<file path="src/mips_core_pkg.sv">
//******************************
// MIPS core control types
// ALU ops, next-PC and writeback selects,
// reset PC and fixed register numbers
//******************************

package mips_core_pkg;

   typedef enum logic [3:0] {
      ALU_ADD,
      ALU_SUB,
      ALU_AND,
      ALU_OR,
      ALU_XOR,
      ALU_NOR,
      ALU_SLT,   // signed
      ALU_SLL,
      ALU_SRL,
      ALU_SRA,
      ALU_LUI    // op_b low half to upper half
   } alu_op_t;

   // next PC source
   typedef enum logic [1:0] {
      PC_SEQ,      // pc + 4
      PC_BRANCH,   // conditional, needs take_branch
      PC_REG,      // jr
      PC_JUMP      // j / jal
   } pc_sel_t;

   // register writeback source
   typedef enum logic [1:0] {
      WB_ALU,
      WB_MEM,
      WB_LINK    // pc + 8 into $ra
   } wb_sel_t;

   localparam logic [31:0] TEXT_START = 32'h0040_0000;
   localparam logic [4:0]  REG_RA     = 5'd31;
   localparam logic [4:0]  REG_V0     = 5'd2;

endpackage

</file>
<file path="src/mips_isa_pkg.sv">
//******************************
// MIPS ISA encodings
// primary opcodes, SPECIAL funct codes and
// the bit positions of the instruction fields
//******************************

package mips_isa_pkg;

   // primary opcode, inst[31:26]
   typedef enum logic [5:0] {
      OP_SPECIAL = 6'h00,   // R-type, decoded by funct
      OP_J       = 6'h02,
      OP_JAL     = 6'h03,
      OP_BEQ     = 6'h04,
      OP_BNE     = 6'h05,
      OP_ADDIU   = 6'h09,
      OP_ANDI    = 6'h0c,
      OP_ORI     = 6'h0d,
      OP_XORI    = 6'h0e,
      OP_LUI     = 6'h0f,
      OP_LW      = 6'h23,
      OP_SW      = 6'h2b
   } opcode_t;

   // SPECIAL funct, inst[5:0]
   typedef enum logic [5:0] {
      F_SLL     = 6'h00,
      F_SRL     = 6'h02,
      F_SRA     = 6'h03,
      F_JR      = 6'h08,
      F_SYSCALL = 6'h0c,
      F_ADD     = 6'h20,   // no overflow trap here
      F_ADDU    = 6'h21,
      F_SUB     = 6'h22,   // same, acts as subu
      F_SUBU    = 6'h23,
      F_AND     = 6'h24,
      F_OR      = 6'h25,
      F_XOR     = 6'h26,
      F_NOR     = 6'h27,
      F_SLT     = 6'h2a
   } funct_t;

   // field positions
   localparam int OP_MSB     = 31;
   localparam int OP_LSB     = 26;
   localparam int RS_MSB     = 25;
   localparam int RS_LSB     = 21;
   localparam int RT_MSB     = 20;
   localparam int RT_LSB     = 16;
   localparam int RD_MSB     = 15;
   localparam int RD_LSB     = 11;
   localparam int SHAMT_MSB  = 10;
   localparam int SHAMT_LSB  = 6;
   localparam int FUNCT_MSB  = 5;
   localparam int FUNCT_LSB  = 0;
   localparam int IMM_MSB    = 15;
   localparam int IMM_LSB    = 0;
   localparam int TARGET_MSB = 25;
   localparam int TARGET_LSB = 0;

   localparam logic [31:0] SYSCALL_EXIT = 32'd10;   // $v0 value for exit

endpackage
</file>
<file path="src/mips_core.sv">
//******************************
// MIPS single-cycle core
// field split, operand/writeback muxes,
// halt state and memory port drive
//******************************
`timescale 1ns/1ns

module mips_core
   import mips_isa_pkg::*, mips_core_pkg::*;
(
   input  logic        clk,
   input  logic        rst_b,
   output logic [29:0] inst_addr,   // word address
   input  logic [31:0] inst,
   output logic [29:0] mem_addr,    // word address
   output logic [31:0] mem_wdata,
   input  logic [31:0] mem_rdata,
   output logic        mem_we,
   output logic        halted
);

   opcode_t     op;
   funct_t      funct;
   logic [4:0]  rs_field;
   logic [4:0]  rt_field;
   logic [4:0]  rd_field;
   logic [4:0]  shamt;
   logic [15:0] imm;
   logic [25:0] target;
   logic        is_syscall;
   logic [4:0]  rs_addr;
   logic        rs_is_exit;

   alu_op_t     alu_op;
   logic        alu_src_imm;
   logic        imm_signed;
   logic        reg_dst_rd;
   logic        dec_reg_we;
   logic        dec_mem_we;
   wb_sel_t     wb_sel;
   pc_sel_t     pc_sel;
   logic        branch_ne;
   logic        halt_req;

   logic [31:0] pc;
   logic [31:0] pc_plus8;
   logic [31:0] rs_data;
   logic [31:0] rt_data;
   logic [31:0] imm_ext;
   logic [31:0] alu_b;
   logic [31:0] alu_result;
   logic        alu_zero;
   logic        take_branch;
   logic [4:0]  wr_addr;
   logic [31:0] wr_data;
   logic        reg_we;

   // instruction fields
   assign op       = opcode_t'(inst[OP_MSB:OP_LSB]);
   assign funct    = funct_t'(inst[FUNCT_MSB:FUNCT_LSB]);
   assign rs_field = inst[RS_MSB:RS_LSB];
   assign rt_field = inst[RT_MSB:RT_LSB];
   assign rd_field = inst[RD_MSB:RD_LSB];
   assign shamt    = inst[SHAMT_MSB:SHAMT_LSB];
   assign imm      = inst[IMM_MSB:IMM_LSB];
   assign target   = inst[TARGET_MSB:TARGET_LSB];

   // syscall borrows the rs read port to look at $v0
   assign is_syscall = (op == OP_SPECIAL) && (funct == F_SYSCALL);
   assign rs_addr    = is_syscall ? REG_V0 : rs_field;
   assign rs_is_exit = (rs_data == SYSCALL_EXIT);

   mips_decode u_decode (
      .op(op), .funct(funct), .rs_is_exit(rs_is_exit),
      .alu_op(alu_op), .alu_src_imm(alu_src_imm), .imm_signed(imm_signed),
      .reg_dst_rd(reg_dst_rd), .reg_we(dec_reg_we), .mem_we(dec_mem_we),
      .wb_sel(wb_sel), .pc_sel(pc_sel), .branch_ne(branch_ne), .halt_req(halt_req)
   );

   mips_regfile u_regfile (
      .clk(clk), .rst_b(rst_b),
      .rs_addr(rs_addr), .rt_addr(rt_field),
      .wr_addr(wr_addr), .wr_data(wr_data), .wr_en(reg_we),
      .rs_data(rs_data), .rt_data(rt_data)
   );

   // sign extend for addiu/lw/sw, zero extend for logic immediates
   assign imm_ext = imm_signed ? {{16{imm[15]}}, imm} : {16'h0000, imm};
   assign alu_b   = alu_src_imm ? imm_ext : rt_data;

   mips_alu u_alu (
      .alu_op(alu_op), .op_a(rs_data), .op_b(alu_b), .shamt(shamt),
      .result(alu_result), .zero(alu_zero)
   );

   assign take_branch = branch_ne ? !alu_zero : alu_zero;

   mips_fetch u_fetch (
      .clk(clk), .rst_b(rst_b), .halt(halt_req || halted),
      .pc_sel(pc_sel), .take_branch(take_branch),
      .imm(imm), .target(target), .rs_data(rs_data), .pc(pc)
   );

   assign pc_plus8 = pc + 32'd8;   // link skips the delay-slot position

   // writeback
   always_comb begin
      if (wb_sel == WB_LINK) begin
         wr_addr = REG_RA;
      end else begin
         wr_addr = reg_dst_rd ? rd_field : rt_field;
      end
      case (wb_sel)
         WB_MEM:  wr_data = mem_rdata;
         WB_LINK: wr_data = pc_plus8;
         default: wr_data = alu_result;
      endcase
   end

   // sticky until reset
   always_ff @(posedge clk or negedge rst_b) begin
      if (!rst_b) begin
         halted <= 1'b0;
      end else if (halt_req) begin
         halted <= 1'b1;
      end
   end

   assign reg_we    = dec_reg_we && !halted;
   assign mem_we    = dec_mem_we && !halted;
   assign mem_addr  = alu_result[31:2];
   assign mem_wdata = rt_data;
   assign inst_addr = pc[31:2];

   // once halted the core is frozen and silent
   a_halt_frozen: assert property (@(posedge clk) disable iff (!rst_b)
      halted |=> (halted && !mem_we && $stable(inst_addr)));

endmodule

</file>
<file path="src/mips_fetch.sv">
//******************************
// MIPS fetch unit
// PC register and next-PC select,
// frozen while the core is halting
//******************************
`timescale 1ns/1ns

module mips_fetch
   import mips_core_pkg::*;
(
   input  logic        clk,
   input  logic        rst_b,
   input  logic        halt,
   input  pc_sel_t     pc_sel,
   input  logic        take_branch,
   input  logic [15:0] imm,       // branch offset in words
   input  logic [25:0] target,    // jump target in words
   input  logic [31:0] rs_data,   // jr destination
   output logic [31:0] pc
);

   logic [31:0] pc_plus4;
   logic [31:0] br_target;
   logic [31:0] j_target;
   logic [31:0] next_pc;

   assign pc_plus4  = pc + 32'd4;
   assign br_target = pc_plus4 + {{14{imm[15]}}, imm, 2'b00};   // signed word offset
   assign j_target  = {pc[31:28], target, 2'b00};               // stays in the 256MB region

   always_comb begin
      case (pc_sel)
         PC_BRANCH: next_pc = take_branch ? br_target : pc_plus4;
         PC_REG:    next_pc = rs_data;
         PC_JUMP:   next_pc = j_target;
         default:   next_pc = pc_plus4;
      endcase
   end

   always_ff @(posedge clk or negedge rst_b) begin
      if (!rst_b) begin
         pc <= TEXT_START;
      end else if (!halt) begin
         pc <= next_pc;   // one instruction per edge
      end
   end

   // jr to an odd address would break word fetch
   a_pc_aligned: assert property (@(posedge clk) disable iff (!rst_b)
      pc[1:0] == 2'b00);

endmodule

</file>
<file path="src/mips_alu.sv">
//******************************
// MIPS ALU
// add/sub, logic, signed slt, immediate
// shifts on op_b and lui
//******************************
`timescale 1ns/1ns

module mips_alu
   import mips_core_pkg::*;
(
   input  alu_op_t     alu_op,
   input  logic [31:0] op_a,
   input  logic [31:0] op_b,
   input  logic [4:0]  shamt,
   output logic [31:0] result,
   output logic        zero
);

   always_comb begin
      case (alu_op)
         ALU_ADD: result = op_a + op_b;
         ALU_SUB: result = op_a - op_b;
         ALU_AND: result = op_a & op_b;
         ALU_OR:  result = op_a | op_b;
         ALU_XOR: result = op_a ^ op_b;
         ALU_NOR: result = ~(op_a | op_b);
         ALU_SLT: begin
            // two's complement compare
            result = ($signed(op_a) < $signed(op_b)) ? 32'd1 : 32'd0;
         end
         ALU_SLL: result = op_b << shamt;    // rt << sa
         ALU_SRL: result = op_b >> shamt;
         ALU_SRA: result = $unsigned($signed(op_b) >>> shamt);   // keeps sign
         ALU_LUI: result = {op_b[15:0], 16'h0000};
         default: result = 32'd0;
      endcase
   end

   // beq/bne run a subtract, equal when zero
   assign zero = (result == 32'd0);

endmodule

</file>
<file path="src/mips_regfile.sv">
//******************************
// MIPS register file
// 2 async reads, 1 write at the clock edge,
// $zero reads 0
//******************************
`timescale 1ns/1ns

module mips_regfile (
   input  logic        clk,
   input  logic        rst_b,
   input  logic [4:0]  rs_addr,
   input  logic [4:0]  rt_addr,
   input  logic [4:0]  wr_addr,
   input  logic [31:0] wr_data,
   input  logic        wr_en,
   output logic [31:0] rs_data,
   output logic [31:0] rt_data
);

   logic [31:0] regs [1:31];   // no storage for $zero

   always_ff @(posedge clk or negedge rst_b) begin
      if (!rst_b) begin
         for (int i = 1; i < 32; i++) begin
            regs[i] <= '0;
         end
      end else if (wr_en && (wr_addr != 5'd0)) begin
         regs[wr_addr] <= wr_data;   // writes to $zero dropped
      end
   end

   // reads see the value before this edge's write
   assign rs_data = (rs_addr == 5'd0) ? 32'd0 : regs[rs_addr];
   assign rt_data = (rt_addr == 5'd0) ? 32'd0 : regs[rt_addr];

endmodule

</file>
<file path="src/mips_decode.sv">
//******************************
// MIPS control decoder
// opcode/funct to datapath controls,
// reserved instructions and exit syscall halt
//******************************
`timescale 1ns/1ns

module mips_decode
   import mips_isa_pkg::*, mips_core_pkg::*;
(
   input  opcode_t op,
   input  funct_t  funct,
   input  logic    rs_is_exit,    // $v0 == exit code
   output alu_op_t alu_op,
   output logic    alu_src_imm,
   output logic    imm_signed,
   output logic    reg_dst_rd,
   output logic    reg_we,
   output logic    mem_we,
   output wb_sel_t wb_sel,
   output pc_sel_t pc_sel,
   output logic    branch_ne,
   output logic    halt_req
);

   always_comb begin
      // defaults describe a no-op
      alu_op      = ALU_ADD;
      alu_src_imm = 1'b0;
      imm_signed  = 1'b0;
      reg_dst_rd  = 1'b0;
      reg_we      = 1'b0;
      mem_we      = 1'b0;
      wb_sel      = WB_ALU;
      pc_sel      = PC_SEQ;
      branch_ne   = 1'b0;
      halt_req    = 1'b0;

      case (op)
         OP_SPECIAL: begin
            reg_dst_rd = 1'b1;   // R-type writes rd
            reg_we     = 1'b1;
            case (funct)
               F_SLL:          alu_op = ALU_SLL;
               F_SRL:          alu_op = ALU_SRL;
               F_SRA:          alu_op = ALU_SRA;
               F_ADD, F_ADDU:  alu_op = ALU_ADD;
               F_SUB, F_SUBU:  alu_op = ALU_SUB;
               F_AND:          alu_op = ALU_AND;
               F_OR:           alu_op = ALU_OR;
               F_XOR:          alu_op = ALU_XOR;
               F_NOR:          alu_op = ALU_NOR;
               F_SLT:          alu_op = ALU_SLT;
               F_JR: begin
                  reg_we = 1'b0;
                  pc_sel = PC_REG;
               end
               F_SYSCALL: begin
                  reg_we   = 1'b0;         // no-op unless exit
                  halt_req = rs_is_exit;
               end
               default: halt_req = 1'b1;   // reserved funct
            endcase
         end
         OP_J: pc_sel = PC_JUMP;
         OP_JAL: begin
            pc_sel = PC_JUMP;
            reg_we = 1'b1;
            wb_sel = WB_LINK;   // core picks $ra
         end
         OP_BEQ, OP_BNE: begin
            alu_op    = ALU_SUB;   // zero flag gives equality
            pc_sel    = PC_BRANCH;
            branch_ne = (op == OP_BNE);
         end
         OP_ADDIU: begin
            alu_src_imm = 1'b1;
            imm_signed  = 1'b1;
            reg_we      = 1'b1;
         end
         OP_ANDI: begin
            alu_op      = ALU_AND;
            alu_src_imm = 1'b1;
            reg_we      = 1'b1;
         end
         OP_ORI: begin
            alu_op      = ALU_OR;
            alu_src_imm = 1'b1;
            reg_we      = 1'b1;
         end
         OP_XORI: begin
            alu_op      = ALU_XOR;
            alu_src_imm = 1'b1;
            reg_we      = 1'b1;
         end
         OP_LUI: begin
            alu_op      = ALU_LUI;
            alu_src_imm = 1'b1;
            reg_we      = 1'b1;
         end
         OP_LW: begin
            alu_src_imm = 1'b1;   // base + offset
            imm_signed  = 1'b1;
            reg_we      = 1'b1;
            wb_sel      = WB_MEM;
         end
         OP_SW: begin
            alu_src_imm = 1'b1;
            imm_signed  = 1'b1;
            mem_we      = 1'b1;
         end
         default: halt_req = 1'b1;   // reserved opcode
      endcase

      // halting instruction leaves no state behind
      if (halt_req) begin
         reg_we = 1'b0;
         mem_we = 1'b0;
      end
   end

   // load and store never share an instruction
   a_we_excl: assert final (!(reg_we && mem_we));

endmodule

</file>
<file path="config.mk">
export PLATFORM = sky130hd
export DESIGN_NAME = mips_core
export DESIGN_NICKNAME = d
export VERILOG_FILES = /design/src/mips_core_pkg.sv /design/src/mips_isa_pkg.sv /design/src/mips_core.sv /design/src/mips_fetch.sv /design/src/mips_alu.sv /design/src/mips_regfile.sv /design/src/mips_decode.sv
export SDC_FILE = /design/constraint.sdc
export NUM_CORES = 2
export LEC_CHECK = 0
export ABC_AREA = 1
export BUFFER_PORTS_ARGS = -buffer_cell sky130_fd_sc_hd__buf_2
export CAP_MARGIN = 20
export CELL_PAD_IN_SITES_DETAIL_PLACEMENT = 1
export CELL_PAD_IN_SITES_GLOBAL_PLACEMENT = 1
export CORE_ASPECT_RATIO = 1.25
export CORE_UTILIZATION = 45
export CTS_CLUSTER_SIZE = 16
export DETAILED_ROUTE_END_ITERATION = 16
export PLACE_DENSITY_LB_ADDON = 0.1
export SLEW_MARGIN = 20
export SYNTH_ARGS = -nofsm -noshare
export SYNTH_HDL_FRONTEND = slang
export SYNTH_SLANG_ARGS = --single-unit
</file>
<file path="constraint.sdc">
create_clock -name clk -period 5.05 [get_ports clk]
set_input_delay 0.2525 -clock clk [delete_from_list [all_inputs] [get_ports clk]]
set_output_delay 0.2525 -clock clk [all_outputs]
set_load 0.02 [all_outputs]
</file>
==> results of run 1 <==
## logic make-up after synthesis
logic type | Yosys count | synth area share
xor gates and xnor gates | 71 | 0.00787
AOI/OAI and AO/OA | 2558 | 0.182
buffers and inverters | 2183 | 0.124
adders and majority gates | 135 | 0.0217
DFF | 1025 | 0.325
and+or+nand+nor | 6195 | 0.340
## layer usage
metal  overflow  track usage
met2        405        0.961
met1         50        0.847
met5          5        0.552
met4        361        0.856
met3         55        0.737
## through the flow
| stage | util | cell area, um2 | setup TNS [ns] |
|---|---|---|---|
| after CTS | 0.588 | 102000 | -22.74 |
| after global placement | 0.537 | 93400 | -1265.69 |
| after detailed placement | 0.537 | 93400 | -1430.27 |
| after floorplan | - | 79000 | 0 |
## repair_timing
item,4_1_cts
setup endpoints to repair,990
pin swaps,249
gates resized for setup,816
gates cloned,29
hold buffers,1
buffers inserted,137
endpoints found under the hold margin,88
==> insert_results.sql, run 1 <==
INSERT INTO impl_metrics (metric_group, metric, value, unit) VALUES
('global_route', 'grtUsageTotal', '0.849', ''),
('placement', 'port_buffers', '159', ''),
('floorplanning', 'fp-row-count', '171', ''),
('yosys', 'yosys_warnings', '0', ''),
('yosys', 'yosys-top-cells-count', 'sky130_fd_sc_hd__nand2_1, sky130_fd_sc_hd__nand3_1, sky130_fd_sc_hd__inv_1, sky130_fd_sc_hd__dfrtp_1, sky130_fd_sc_hd__o21ai_0', ''),
('sta', 'worst_endpoint_kind_after_the_last_repair', 'register data pin', ''),
('floorplanning', 'initial_core_util', '0.454', ''),
('clock_tree', 'root_buffer', 'sky130_fd_sc_hd__clkbuf_16', ''),
('clock_tree', 'cts.sink_count', '1025', ''),
('clock_tree', 'cts-htree-levels', '3', ''),
('yosys', 'post-synth-top-count-cell', 'sky130_fd_sc_hd__nand2_1', ''),
('floorplanning', 'ios', '160', ''),
('yosys', 'synth_seq_area_share', '0.325', ''),
('placement', 'place.detailed.hpwl', '345000', 'um'),
('yosys', 'syn-mean-instance-area', '6.49', 'um2'),
('yosys', 'ys_ff_latch', '1025', ''),
('global_route', 'grt_max_degree', '171', ''),
('yosys', 'async_flop_share', '1.00', ''),
('placement', 'placed_cells_incl_taps', '15300', ''),
('outcome', 'error', '[ERROR GRT-0232] Routing congestion too high. Check the congestion heatmap in the GUI.', ''),
('yosys', 'yosys_most_used_dff', 'sky130_fd_sc_hd__dfrtp_1', ''),
('clock_tree', 'max-clock-path-buffers', '3', ''),
('outcome', 'stop_stage', '5_1_grt', ''),
('yosys', 'syn_area', '0.0790', 'mm2'),
('global_route', 'overflow', '876', ''),
('yosys', 'yosys.cell_types.count', '63', ''),
('yosys', 'synth_edf_count', '0', ''),
('clock_tree', 'cts_made_buffers', '111', ''),
('yosys', 'synth_area_leader_cell', 'sky130_fd_sc_hd__dfrtp_1', ''),
('floorplanning', 'fp.dieH', '471', 'um'),
('placement', 'routabilityCongestion', '1.15', ''),
('placement', 'placement.setup.worst_slack', '-2.43', 'ns'),
('yosys', 'postSynthNetCount', '12400', ''),
('outcome', 'status', 'aborted with a tool error', ''),
('yosys', 'synth_top_area_frac', '0.324', ''),
('floorplanning', 'die_width', '377', 'um'),
('yosys', 'netlist_instances', '12200', ''),
('yosys', 'top_cells_by_area_synth', 'sky130_fd_sc_hd__dfrtp_1, sky130_fd_sc_hd__nand2_1, sky130_fd_sc_hd__nand3_1', ''),
('sta', 'crit_endpoint', 'u_fetch.pc[19]$_DFFE_PN0N_/D', '');
==> run 2: changes to the inputs <==
CELL_PAD_IN_SITES_DETAIL_PLACEMENT = unset   (was 1)
CELL_PAD_IN_SITES_GLOBAL_PLACEMENT = unset   (was 1)
CORE_ASPECT_RATIO = unset   (was 1.25)
CORE_UTILIZATION = 30   (was 45)
CTS_CLUSTER_SIZE = unset   (was 16)
PLACE_DENSITY_LB_ADDON = 0.15   (was 0.1)
==> run 2 against run 1 <==
Area after synthesis stayed put. The flow now finishes, with violations (setup timing). Synthesized cell count unchanged.
==> insert_results.sql, run 2 <==
INSERT INTO impl_metrics (metric_group, metric, value, unit) VALUES
('global_route', 'groute.layer.met3.usage', '0.0555', ''),
('power_and_ir_drop', 'power.switching', '12000', 'uW'),
('global_route', 'grtUsageTotal', '0.350', ''),
('power_and_ir_drop', 'power_switching_share', '0.395', ''),
('power_and_ir_drop', 'seqPwrFrac', '0.273', ''),
('floorplanning', 'die-area', '0.265', 'mm2'),
('detailed_routing', 'dr.first_iter.drc_count', '11700', ''),
('global_route', 'first_global_vias', '91900', ''),
('power_and_ir_drop', 'post-layout-total-power', '30400', 'uW'),
('clock_tree', 'clock_insertion_delay_worst_skew', '0.89', 'ns'),
('yosys', 'syn-mean-instance-area', '6.49', 'um2'),
('sta', 'slew_margin_rel', '0.186', ''),
('power_and_ir_drop', 'power.share.combinational', '0.391', ''),
('clock_tree', 'cts-htree-levels', '4', ''),
('cells_and_area', 'max_flop_register', 'u_regfile.regs', ''),
('yosys', 'netlist_instances', '12200', ''),
('yosys', 'async_flop_share', '1.00', ''),
('outcome', 'status', 'finished with violations', ''),
('sta', 'rsz0062_at_grt', 'true', ''),
('sta', 'min_period_over_period', '1.11', ''),
('yosys', 'top_cells_by_area_synth', 'sky130_fd_sc_hd__dfrtp_1, sky130_fd_sc_hd__nand2_1, sky130_fd_sc_hd__nand3_1', ''),
('yosys', 'synth_edf_count', '0', ''),
('yosys', 'yosys.cell_types.count', '63', ''),
('global_route', 'global_route.peak_usage_layer', 'met2', ''),
('yosys', 'yosys_most_used_dff', 'sky130_fd_sc_hd__dfrtp_1', ''),
('sta', 'worst_slew_pin_slew', '1.21', 'ns'),
('sta', 'setup_tns', '-33.80', 'ns'),
('yosys', 'synth_seq_area_share', '0.325', ''),
('power_and_ir_drop', 'vdd_ir_drop_max', '271', 'uV'),
('sta', 'final.setup.worst_slack', '-0.557', 'ns'),
('outcome', 'violations', 'setup timing', ''),
('yosys', 'yosys_warnings', '0', ''),
('placement', 'port_buffers', '159', ''),
('floorplanning', 'standard_cell_core_area', '0.262', 'mm2'),
('sta', 'clock-skew-final', '0.0743', 'ns'),
('detailed_routing', 'antenna_violating_nets_post_route', '0', ''),
('worst_setup_path', 'timing.critical_path.mode_cell', 'sky130_fd_sc_hd__buf_4', ''),
('cells_and_area', 'fillerInstances', '28000', ''),
('worst_setup_path', 'required', '4.80', 'ns'),
('detailed_routing', 'wl_per_cell', '28.1', 'um'),
('yosys', 'ys_ff_latch', '1025', ''),
('floorplanning', 'ios', '160', ''),
('cells_and_area', 'design.final.nets', '13700', ''),
('worst_setup_path', 'critical_path_arrival', '5.35', 'ns'),
('power_and_ir_drop', 'power.internal', '18400', 'uW'),
('placement', 'place.detailed.hpwl', '345000', 'um'),
('sta', 'final_period_minus_worst_setup_slack', '5.61', 'ns'),
('sta', 'setup_viol', '252', ''),
('power_and_ir_drop', 'p_clk_frac', '0.337', ''),
('power_and_ir_drop', 'leakagePower', '0.0527', 'uW'),
('clock_tree', 'cts_made_buffers', '144', ''),
('sta', 'final_hold_viol_count', '0', ''),
('min_path', 'worstHoldPathType', 'primary input to asynchronous set/reset pin', ''),
('yosys', 'postSynthNetCount', '12400', ''),
('worst_setup_path', 'timing.critical_path.from_type', 'primary input', ''),
('sta', 'timing_max_transition_violations_final', '0', ''),
('sta', 'whs', '0.0104', 'ns'),
('global_route', 'gr-usage-met2', '0.532', ''),
('global_route', 'overflow', '0', ''),
('floorplanning', 'fp.dieH', '515', 'um'),
('worst_setup_path', 'slowest_delay', '0.22', 'ns'),
('floorplanning', 'initial_core_util', '0.302', ''),
('global_route', 'antenna_found_initial', '20', ''),
('cells_and_area', 'area.growth.synth_to_final', '34.2', '%'),
('yosys', 'yosys-top-cells-count', 'sky130_fd_sc_hd__nand2_1, sky130_fd_sc_hd__nand3_1, sky130_fd_sc_hd__inv_1, sky130_fd_sc_hd__dfrtp_1, sky130_fd_sc_hd__o21ai_0', ''),
('clock_tree', 'root_buffer', 'sky130_fd_sc_hd__clkbuf_16', ''),
('detailed_routing', 'total_wirelength_of_the_detailed_routed_design', '480000', 'um'),
('yosys', 'syn_area', '0.0790', 'mm2'),
('yosys', 'synth_area_leader_cell', 'sky130_fd_sc_hd__dfrtp_1', ''),
('global_route', 'global_route_wire_length_before_repair', '680000', 'um'),
('detailed_routing', 'detail_route.drc_violations', '0', ''),
('power_and_ir_drop', 'power_per_cell_area', '287', 'mW/mm2'),
('clock_tree', 'tritoncts', 'built', ''),
('cells_and_area', 'largest_register_ff_count', '992', ''),
('global_route', 'grt_max_degree', '136', ''),
('clock_tree', 'cts.sink_count', '1025', ''),
('clock_tree', 'max-clock-path-buffers', '4', ''),
('detailed_routing', 'num_vias', '96500', ''),
('floorplanning', 'die_width', '515', 'um'),
('cells_and_area', 'layout_commonest_cell', 'sky130_fd_sc_hd__nand2_1', ''),
('detailed_routing', 'vias_per_cell', '5.64', ''),
('placement', 'routabilityCongestion', '0.985', ''),
('worst_setup_path', 'timing.critical_path.fanout_max', '15', ''),
('run', 'drv.max_cap_violation_count', '0', ''),
('clock_tree', 'worst_setup_hold_path_clk_slew', '0.06', 'ns'),
('worst_setup_path', 'timing_worst_setup_path_type', 'primary input to primary output', ''),
('detailed_routing', 'drt-pass1-iter-count', '8', ''),
('sta', 'fmax', '178', 'MHz'),
('floorplanning', 'fp-row-count', '188', ''),
('worst_setup_path', 'worst_setup_path_end_kind', 'primary output', ''),
('yosys', 'synth_top_area_frac', '0.324', ''),
('worst_setup_path', 'critPathSlowestCell', 'sky130_fd_sc_hd__ha_4', ''),
('cells_and_area', 'final_cell_mix', 'sky130_fd_sc_hd__nand2_1, sky130_fd_sc_hd__nand3_1, sky130_fd_sc_hd__buf_4, sky130_fd_sc_hd__inv_1, sky130_fd_sc_hd__dfrtp_1', ''),
('cells_and_area', 'largest_registers', 'u_regfile.regs: 992 flops, u_fetch.pc: 32 flops, halted: 1 flops', ''),
('global_route', 'globalRouteMet1Util', '0.485', ''),
('cells_and_area', 'post_route_cells_drive_above_1_share', '0.231', ''),
('yosys', 'post-synth-top-count-cell', 'sky130_fd_sc_hd__nand2_1', '');
[run 2: cell families after synthesis]
logic type                 Yosys count  share of synthesized area
buffers and inverters             2183                      0.124
xor gates and xnor gates            71                    0.00787
AOI/OAI and AO/OA                 2558                      0.182
DFF                               1025                      0.325
and+or+nand+nor                   6195                      0.340
adders and majority gates          135                     0.0217
[run 2: worst paths after layout]
path                       depth (start not counted)  slack, ns                             from                         endpoint
max                                               42      -0.56                          inst[5]                     mem_addr[28]
max reg2reg                                       38      -0.39  u_regfile.regs[512]$_DFFE_PN0P_       u_fetch.pc[29]$_DFFE_PN0P_
min in group clk                                   6       0.05                     mem_rdata[4]  u_regfile.regs[452]$_DFFE_PN0P_
min reg2reg                                        2       0.48  u_regfile.regs[801]$_DFFE_PN0P_  u_regfile.regs[801]$_DFFE_PN0P_
max in group asynchronous                          3       3.47                            rst_b  u_regfile.regs[988]$_DFFE_PN0P_
min                                                2       0.01                            rst_b  u_regfile.regs[763]$_DFFE_PN0P_
[run 2: worst max-delay path: cells and delay by family]
kind / cells / cell delay, ns
compound gates: 7 / 0.76
fa+ha+maj: 1 / 0.22
buf+inv: 16 / 2.21
simple gates: 18 / 1.83
[run 2: metal layers]
| metal | routed length [um] | vias to the layer above |
|---|---|---|
| li1 | - | 43200 |
| met1 | 210000 | 47400 |
| met2 | 207000 | 4944 |
| met3 | 39300 | 966 |
| met4 | 24500 | 6 |
| met5 | 36 | - |
[run 2: what timing repair did]
item | CTS | global route
endpoints found under the setup margin | 987 | 937
cloned | 6 | 13
endpoints found under the hold margin | 60 | 0
pin swaps | 93 | 225
gates resized for setup | 339 | 447
setup buffers | 37 | 74
hold buffers | 1 | 0
[run 2: power groups by stage]
stage	logic (uW)	registers (uW)	clock network, uW
6_report	11900	8300	10200
5_1_grt	12300	8290	10700
4_1_cts	11000	8290	10400
3_5_place_dp	10500	8440	0
3_3_place_gp	10600	8440	0
2_1_floorplan	4230	8420	0
[run 2: layout make-up]
type | instances | area [um2] | area share
repair buffers | 2254 | 20500 | 0.193
repair inverters | 1 | 16.3 | 0.000153
clock buffers | 209 | 4170 | 0.0393
clock inverters | 33 | 363 | 0.00342
flip-flops and latches | 1025 | 25700 | 0.242
diodes | 6 | 15.0 | 0.000142
well taps | 3515 | 4400 | 0.0415
inverters | 1101 | 4260 | 0.0402
multi-input cells | 8959 | 46700 | 0.440
[run 2: per-stage QoR]
step	area, um2	util	std cells	setup WS [ns]
detailed placement	97000	0.370	16700	-2.38
floorplan	79000	-	12200	0.00690
global route	106000	0.405	17100	-0.728
CTS	103000	0.394	17000	-0.587
global placement	97000	0.370	16700	-2.47
finish	106000	0.405	17100	-0.557
No activity file was read; power rests on OpenSTA's default activity.
